**src/include/mul_consts.svh**
```systemverilog
// Multiplier constants for the operand width and the default array core depth

`ifndef MUL_CONSTS_SVH
`define MUL_CONSTS_SVH

// Width of one operand and of the returned result word
`define MUL_DATA_WIDTH 32

// Default number of register groups inside the array core
// The whole unit adds one operand register and one result register
`define MUL_CORE_STAGES 2

`endif

```
**src/rtl/mul_pkg.sv**
```systemverilog
// Multiplier package with the data word, the double width product and the operation encoding

package mul_pkg;

    `include "mul_consts.svh"

    // ========================================
    // Data types
    // ========================================

    // One operand or one result word
    typedef logic [`MUL_DATA_WIDTH-1:0] data_word_t;

    // Full unsigned product of two magnitudes
    typedef logic [2*`MUL_DATA_WIDTH-1:0] product_t;

    // ========================================
    // Operation encoding
    // ========================================

    // RV32M multiply operations
    // MUL returns the low word and the other three return the high word
    // MULH is signed by signed and MULHSU is signed by unsigned
    // MULHU is unsigned by unsigned
    typedef enum logic [1:0] {
        MUL    = 2'b00,
        MULH   = 2'b01,
        MULHSU = 2'b10,
        MULHU  = 2'b11
    } mul_uop_t;

endpackage : mul_pkg

```
**src/rtl/mul_stage_if.sv**
```systemverilog
// Stage-to-stage item interfaces of the multiplication pipeline

`timescale 1ns/1ps

// Item leaving the operand stage
// Operands are already magnitudes and negate tells the result stage to flip the sign
interface mul_operand_if
    import mul_pkg::*;
();

    logic       valid;
    mul_uop_t   op;
    logic       negate;
    data_word_t multiplicand;
    data_word_t multiplier;

    // Producer side
    modport src (output valid, op, negate, multiplicand, multiplier);

    // Consumer side
    modport dst (input valid, op, negate, multiplicand, multiplier);

endinterface : mul_operand_if


// Item leaving the array core with its raw unsigned product
interface mul_product_if
    import mul_pkg::*;
();

    logic     valid;
    mul_uop_t op;
    logic     negate;
    product_t product;

    // Producer side
    modport src (output valid, op, negate, product);

    // Consumer side
    modport dst (input valid, op, negate, product);

endinterface : mul_product_if

```
**src/rtl/mul_array_core.sv**
```systemverilog
// Array core that multiplies magnitudes in pipelined row groups with the sideband in lock step

`timescale 1ns/1ps

`include "mul_consts.svh"

module mul_array_core
    import mul_pkg::*;
#(
    // The number of register groups ranges from 1 to the data width
    parameter int CORE_STAGES = `MUL_CORE_STAGES
) (
    input  logic       clk_i,
    input  logic       rst_n_i,
    input  logic       clk_en_i,
    input  logic       clear_i,
    mul_operand_if.dst in_i,
    mul_product_if.src out_o
);

    localparam int W = `MUL_DATA_WIDTH;

    // ========================================
    // Pipeline boundaries
    // ========================================

    // Index 0 is the incoming item and index s+1 is the register after group s
    logic       valid_p  [CORE_STAGES+1];
    mul_uop_t   op_p     [CORE_STAGES+1];
    logic       negate_p [CORE_STAGES+1];
    product_t   psum_p   [CORE_STAGES+1];

    // Operands are only needed up to the input of the last group
    data_word_t mcand_p  [CORE_STAGES];
    data_word_t mplier_p [CORE_STAGES];

    assign valid_p[0]  = in_i.valid;
    assign op_p[0]     = in_i.op;
    assign negate_p[0] = in_i.negate;
    assign mcand_p[0]  = in_i.multiplicand;
    assign mplier_p[0] = in_i.multiplier;

    // The first group starts from an empty partial sum
    assign psum_p[0] = '0;

    // ========================================
    // Row groups
    // ========================================

    for (genvar s = 0; s < CORE_STAGES; s++) begin : g_stage
        // Rows are spread as evenly as the integer division allows
        localparam int ROW_LO = (s * W) / CORE_STAGES;
        localparam int ROW_HI = ((s + 1) * W) / CORE_STAGES;

        product_t group_sum;

        // Carry-propagate chain over this group's shifted partial-product rows
        // Row r is the multiplicand shifted by r, gated by multiplier bit r
        always_comb begin : row_adder
            group_sum = psum_p[s];
            for (int r = ROW_LO; r < ROW_HI; r++) begin
                if (mplier_p[s][r]) begin
                    group_sum = group_sum + (product_t'(mcand_p[s]) << r);
                end
            end
        end : row_adder

        // The valid chain is cleared by reset and by the pipeline clear
        always_ff @(posedge clk_i) begin : valid_reg
            if (!rst_n_i) begin
                valid_p[s+1] <= 1'b0;
            end else if (clear_i) begin
                valid_p[s+1] <= 1'b0;
            end else if (clk_en_i) begin
                valid_p[s+1] <= valid_p[s];
            end
        end : valid_reg

        // Partial sum and sideband advance together
        always_ff @(posedge clk_i) begin : sum_reg
            if (clk_en_i) begin
                op_p[s+1]     <= op_p[s];
                negate_p[s+1] <= negate_p[s];
                psum_p[s+1]   <= group_sum;
            end
        end : sum_reg

        // Later groups still need both operands for their own rows
        if (s < CORE_STAGES - 1) begin : g_operand_fwd
            always_ff @(posedge clk_i) begin : operand_reg
                if (clk_en_i) begin
                    mcand_p[s+1]  <= mcand_p[s];
                    mplier_p[s+1] <= mplier_p[s];
                end
            end : operand_reg
        end
    end

    // ========================================
    // Output
    // ========================================

    // After the last group the partial sum holds the complete product
    assign out_o.valid   = valid_p[CORE_STAGES];
    assign out_o.op      = op_p[CORE_STAGES];
    assign out_o.negate  = negate_p[CORE_STAGES];
    assign out_o.product = psum_p[CORE_STAGES];

endmodule : mul_array_core

```
**src/rtl/mul_operand_stage.sv**
```systemverilog
// Operand stage that decodes operand signedness, takes magnitudes and registers the item

`timescale 1ns/1ps

module mul_operand_stage
    import mul_pkg::*;
(
    input  logic          clk_i,
    input  logic          rst_n_i,
    input  logic          clk_en_i,
    input  logic          clear_i,
    input  logic          valid_i,
    input  mul_uop_t      op_i,
    input  data_word_t    multiplicand_i,
    input  data_word_t    multiplier_i,
    mul_operand_if.src    out_o
);

    localparam int DW = $bits(data_word_t);

    // ========================================
    // Sign decode
    // ========================================

    // The multiplicand (rs1) is signed for everything but MULHU
    logic mcand_signed;
    // The multiplier (rs2) is signed only for MUL and MULH
    logic mplier_signed;

    assign mcand_signed  = (op_i != MULHU);
    assign mplier_signed = (op_i == MUL) || (op_i == MULH);

    // An operand needs a fix only when it is both signed and negative
    logic mcand_neg;
    logic mplier_neg;

    assign mcand_neg  = mcand_signed  & multiplicand_i[DW-1];
    assign mplier_neg = mplier_signed & multiplier_i[DW-1];

    // Magnitudes for the unsigned core
    // The most negative value maps onto itself, which read as unsigned is the right magnitude
    data_word_t mcand_mag;
    data_word_t mplier_mag;

    assign mcand_mag  = mcand_neg  ? (~multiplicand_i + 1'b1) : multiplicand_i;
    assign mplier_mag = mplier_neg ? (~multiplier_i + 1'b1)   : multiplier_i;

    // ========================================
    // Stage register
    // ========================================

    logic       valid_q;
    mul_uop_t   op_q;
    logic       negate_q;
    data_word_t mcand_q;
    data_word_t mplier_q;

    // The item's valid bit is dropped by reset and by the pipeline clear
    always_ff @(posedge clk_i) begin : valid_reg
        if (!rst_n_i) begin
            valid_q <= 1'b0;
        end else if (clear_i) begin
            valid_q <= 1'b0;
        end else if (clk_en_i) begin
            valid_q <= valid_i;
        end
    end : valid_reg

    // Sign of the product differs from a plain unsigned one when exactly one side was negative
    always_ff @(posedge clk_i) begin : item_reg
        if (clk_en_i) begin
            op_q     <= op_i;
            negate_q <= mcand_neg ^ mplier_neg;
            mcand_q  <= mcand_mag;
            mplier_q <= mplier_mag;
        end
    end : item_reg

    assign out_o.valid        = valid_q;
    assign out_o.op           = op_q;
    assign out_o.negate       = negate_q;
    assign out_o.multiplicand = mcand_q;
    assign out_o.multiplier   = mplier_q;

endmodule : mul_operand_stage

```
**src/rtl/mul_result_stage.sv**
```systemverilog
// Result stage that registers the raw product, restores its sign and picks the result word

`timescale 1ns/1ps

module mul_result_stage
    import mul_pkg::*;
(
    input  logic       clk_i,
    input  logic       rst_n_i,
    input  logic       clk_en_i,
    input  logic       clear_i,
    mul_product_if.dst in_i,
    output data_word_t product_o,
    output logic       valid_o
);

    localparam int DW = $bits(data_word_t);

    // ========================================
    // Product register
    // ========================================

    logic     valid_q;
    mul_uop_t op_q;
    logic     negate_q;
    product_t product_q;

    always_ff @(posedge clk_i) begin : valid_reg
        if (!rst_n_i) begin
            valid_q <= 1'b0;
        end else if (clear_i) begin
            valid_q <= 1'b0;
        end else if (clk_en_i) begin
            valid_q <= in_i.valid;
        end
    end : valid_reg

    always_ff @(posedge clk_i) begin : product_reg
        if (clk_en_i) begin
            op_q      <= in_i.op;
            negate_q  <= in_i.negate;
            product_q <= in_i.product;
        end
    end : product_reg

    // ========================================
    // Sign restore and word select
    // ========================================

    // Two's complement of the full 64-bit product so the high word is right too
    product_t signed_product;

    assign signed_product = negate_q ? (~product_q + 1'b1) : product_q;

    // MUL keeps the low half and the high variants keep the upper half
    assign product_o = (op_q == MUL) ? signed_product[DW-1:0] : signed_product[2*DW-1:DW];

    assign valid_o = valid_q;

endmodule : mul_result_stage

```
**src/rtl/multiplication_unit.sv**
```systemverilog
// Multiplication unit that runs RV32M multiplies through operand, array and result stages

`timescale 1ns/1ps

`include "mul_consts.svh"

module multiplication_unit
    import mul_pkg::*;
#(
    // Register depth of the array core
    // The total latency is CORE_STAGES + 2
    parameter int CORE_STAGES = `MUL_CORE_STAGES
) (
    input  logic       clk_i,
    input  logic       rst_n_i,
    input  logic       clk_en_i,
    input  logic       clear_i,
    input  logic       valid_i,
    input  mul_uop_t   op_i,
    input  data_word_t multiplicand_i,
    input  data_word_t multiplier_i,
    output data_word_t product_o,
    output logic       valid_o
);

    // ========================================
    // Stage links
    // ========================================

    mul_operand_if operand_link ();
    mul_product_if product_link ();

    // ========================================
    // Pipeline
    // ========================================

    // Signed operands become magnitudes plus a negate flag
    mul_operand_stage u_operand_stage (
        .clk_i          (clk_i),
        .rst_n_i        (rst_n_i),
        .clk_en_i       (clk_en_i),
        .clear_i        (clear_i),
        .valid_i        (valid_i),
        .op_i           (op_i),
        .multiplicand_i (multiplicand_i),
        .multiplier_i   (multiplier_i),
        .out_o          (operand_link)
    );

    // Unsigned product over CORE_STAGES register groups
    mul_array_core #(
        .CORE_STAGES (CORE_STAGES)
    ) u_array_core (
        .clk_i    (clk_i),
        .rst_n_i  (rst_n_i),
        .clk_en_i (clk_en_i),
        .clear_i  (clear_i),
        .in_i     (operand_link),
        .out_o    (product_link)
    );

    // Sign restore and low or high word select
    mul_result_stage u_result_stage (
        .clk_i     (clk_i),
        .rst_n_i   (rst_n_i),
        .clk_en_i  (clk_en_i),
        .clear_i   (clear_i),
        .in_i      (product_link),
        .product_o (product_o),
        .valid_o   (valid_o)
    );

endmodule : multiplication_unit

```
**config.mk**
```make
export PLATFORM = sky130hd
export DESIGN_NAME = multiplication_unit
export DESIGN_NICKNAME = d
export VERILOG_FILES = /design/src/rtl/mul_pkg.sv /design/src/rtl/mul_stage_if.sv /design/src/rtl/mul_array_core.sv /design/src/rtl/mul_operand_stage.sv /design/src/rtl/mul_result_stage.sv /design/src/rtl/multiplication_unit.sv
export VERILOG_INCLUDE_DIRS = /design/src /design/src/include
export SDC_FILE = /design/constraint.sdc
export NUM_CORES = 2
export LEC_CHECK = 0
export BUFFER_PORTS_ARGS = -buffer_cell sky130_fd_sc_hd__buf_2
export CORE_ASPECT_RATIO = 1.2
export CORE_MARGIN = 3
export CORE_UTILIZATION = 40
export CTS_CLUSTER_DIAMETER = 80
export DETAILED_ROUTE_END_ITERATION = 6
export GPL_ROUTABILITY_DRIVEN = 1
export PLACE_DENSITY = 0.56
export SLEW_MARGIN = 20
export SYNTH_ARGS = -nofsm -noshare
export SYNTH_HDL_FRONTEND = slang
export SYNTH_SLANG_ARGS = --single-unit
```
**constraint.sdc**
```tcl
create_clock -name clk_i -period 26.9 [get_ports clk_i]
set_clock_uncertainty 0.2 [all_clocks]
set_input_delay 4.035 -clock clk_i [delete_from_list [all_inputs] [get_ports clk_i]]
set_output_delay 4.035 -clock clk_i [all_outputs]
set_load 0.05 [all_outputs]
```
==> impl_metrics.env <==
export IMPL_finalSetupViolCount=0
export IMPL_hp_class="reg -> reg"
export IMPL_critical_path_max_fanout=10
export IMPL_status="finished, final reports clean"
export IMPL_drc_errors=0
export IMPL_synth_avg_cell_area_sq_um=7.320
export IMPL_hold_violations=0
export IMPL_synth_seq_cells=304
export IMPL_routedWlPerCell_um=25.61
export IMPL_async_flop_share=0
export IMPL_r2r_start="u_operand_stage.out_o.multiplicand[10]"
export IMPL_cts_buffer_depth=3
export IMPL_synthToLayoutAreaGrowth_pct=23.61
export IMPL_synth_cell_types=89
export IMPL_cts_htree_levels=2
export IMPL_grt_max_degree=97
export IMPL_period_minus_slack_ns=25.77
export IMPL_dieArea_sq_um=198500
export IMPL_dp_hpwl_mm=303.5
export IMPL_gp_congestion=1.036
export IMPL_critPathSlowestCell="edfxtp_1"
export IMPL_synth_edf_count=300
export IMPL_start_util=0.4028
export IMPL_cts_tree="yes"
export IMPL_cp_start_kind="flip-flop"
export IMPL_placed_cells_incl_taps=14510
export IMPL_die_w_um=407.2
export IMPL_ios=104
export IMPL_cp_startpoint="u_operand_stage.out_o.multiplicand[10]"
export IMPL_relSlewSlack=0.2001
export IMPL_tightest_slew_ns=1.193
export IMPL_required_ns=27.09
export IMPL_insertion_delay_ns=0.63
export IMPL_cts_hold_buf=0
export IMPL_finalNetCount=13180
export IMPL_syn_area_sq_um=77260
export IMPL_die_height_um=487.4
export IMPL_drive_gt1_frac=0.2045
export IMPL_vias=90470
export IMPL_cts_clk_slew_worst_paths_ns=0.07
export IMPL_max_freq_ghz=0.03881
export IMPL_finalCritPeriodShare=0.9578
export IMPL_numCtsBuffers=40
export IMPL_end_kind="flip-flop"
export IMPL_cap_violations=0
export IMPL_antenna_found_initial=27
export IMPL_synthFlopType="edfxtp_1"
export IMPL_cpMostUsedCell="ha_1"
export IMPL_path_class="reg -> reg"
export IMPL_grt_first_pass_wirelength_mm=543.0
export IMPL_routed_wl_mm=375.4
export IMPL_max_stage_delay_ns=0.69
export IMPL_cts_sinks=304
export IMPL_numPortBuffers=103
export IMPL_avgViaCountPerCell=6.171
export IMPL_ys_warn_count=0
export IMPL_cp_top_family="compound AO/OA/AOI/OAI gates"
export IMPL_syn_inst=10560
export IMPL_drt_first_iter_violations=7087
export IMPL_rows=176
export IMPL_cts_root_buf="clkbuf_16"
export IMPL_hp_start="u_operand_stage.out_o.multiplier[24]"
export IMPL_synth_nets=11690
export IMPL_drtAntennaViolNets=0
export IMPL_grt_usage=0.3578
export IMPL_grt_pass1_vias=87640
export IMPL_first_pass_iters=6
export IMPL_final_max_slew_violation_count=0
export IMPL_stdcell_count=14660
export IMPL_crit_buf_inv=10
export IMPL_ys_seq_area_frac=0.1176
export IMPL_core_sq_um=191800
export IMPL_gr_total_overflow=0
export IMPL_nFillCells=19220
export IMPL_worstPathArrival_ns=25.96
==> cell usage after synthesis (all sizes together) (173+ instances only) <==
master  number  area share
nand2     1108       0.054
ha        1036        0.17
a21oi      987       0.064
nor2       911       0.044
o21ai      808       0.052
xnor2      493       0.056
inv        451       0.022
a21o       434       0.042
xor2       311       0.035
edfxtp     300        0.12
clkbuf     295       0.014
o21a       245       0.024
nor3       231       0.015
nand3      230       0.015
mux2       173       0.025
==> routing by layer <==
metal | part of all wire | global-route usage | up-vias
met4 | 0.11 | 0.3136 | 14
met1 | 0.37 | 0.3890 | 43040
met3 | 0.060 | 0.04751 | 1254
met5 | 0.00024 | 0 | -
met2 | 0.46 | 0.6128 | 3417
li1 | - | - | 42740
==> cells in the final DEF, fill, tap and decap left out, types with 102 or more instances in the layout <==
cell and n:
mux2_2 173, a31oi_1 136, nor3_1 228, nor2_1 898, xnor2_1 489, xor2_1 306, nand2b_1 171, ha_1 1007
edfxtp_1 300, nand3_1 228, inv_1 451, buf_4 1666, o31ai_1 126, o21ai_0 733, nand2_1 1106, o21bai_1 110
and2_1 105, o21a_1 243, a21o_1 434, buf_2 102, a211oi_1 133, a21oi_1 919
==> worst reg2reg max path, delay by kind of cell, from the launching register on <==
| family | cells | cell delay, ns |
|---|---|---|
| XOR/XNOR | 8 | 1.25 |
| AND/OR/NAND/NOR | 24 | 4.93 |
| flip-flops | 1 | 0.69 |
| buffers and inverters | 10 | 1.22 |
| adder cells (fa/ha/maj) | 15 | 4.88 |
| AO/OA/AOI/OAI | 56 | 11.80 |
| multiplexers | 3 | 0.55 |
==> cell families (layout without fill, tap and decap cells) <==
kind of cell | after synthesis | in the layout | synth area share
compound gates | 3936 | 3936 | 0.3345
xor+xnor | 804 | 804 | 0.09114
fa+ha+maj | 1067 | 1067 | 0.1758
buf+inv | 786 | 2300 | 0.03820
flops | 304 | 304 | 0.1176
mux | 263 | 263 | 0.03687
other cells | 0 | 11 | 0
simple gates | 3395 | 3395 | 0.2058
==> per-stage QoR <==
stage | hold slack [ns] | setup TNS (ns) | setup WS [ns] | util | cell area, sq um
global route | 0.2148 | -1.312 | -0.2392 | 0.4978 | 95490
finish | 0.2077 | 0 | 1.135 | 0.4979 | 95510
detailed placement | 0.2045 | -1.358 | -0.3396 | 0.4789 | 91860
global placement | 0.2005 | -0.2910 | -0.1192 | 0.4789 | 91850
CTS | 0.2067 | 0 | 0.01775 | 0.4867 | 93350
floorplan | 0.2003 | 0 | 1.951 | - | 77260
==> final cells by class <==
class | instances | area (sq um) | area share
multi-input combinational | 9465 | 66930 | 0.7008
clock inverter | 28 | 410.4 | 0.004297
clock buffer | 44 | 1016 | 0.01064
inverter | 455 | 1708 | 0.01788
timing repair buffer | 1773 | 13100 | 0.1371
antenna | 11 | 27.53 | 0.0002882
tap | 2581 | 3229 | 0.03381
sequential | 304 | 9089 | 0.09516
==> timing repair <==
action / 4_1_cts / 5_1_grt
gates cloned: 0 / 0
endpoints found under the setup margin: 5 / 29
pin swaps: 1 / 89
buffers inserted: 1 / 66
gates resized for setup: 11 / 398
==> final timing paths <==
check,slack [ns],endpoint,cells past startpoint
max,1.13,u_array_core.psum_p[110],116
min,0.21,u_array_core.mplier_p[24],0
max reg2reg,1.13,u_array_core.psum_p[110],116
min reg2reg,0.21,u_array_core.mplier_p[24],0
Power is not shown: default switching activity piles up to over one toggle a cycle in this logic, so the estimate is an artifact.
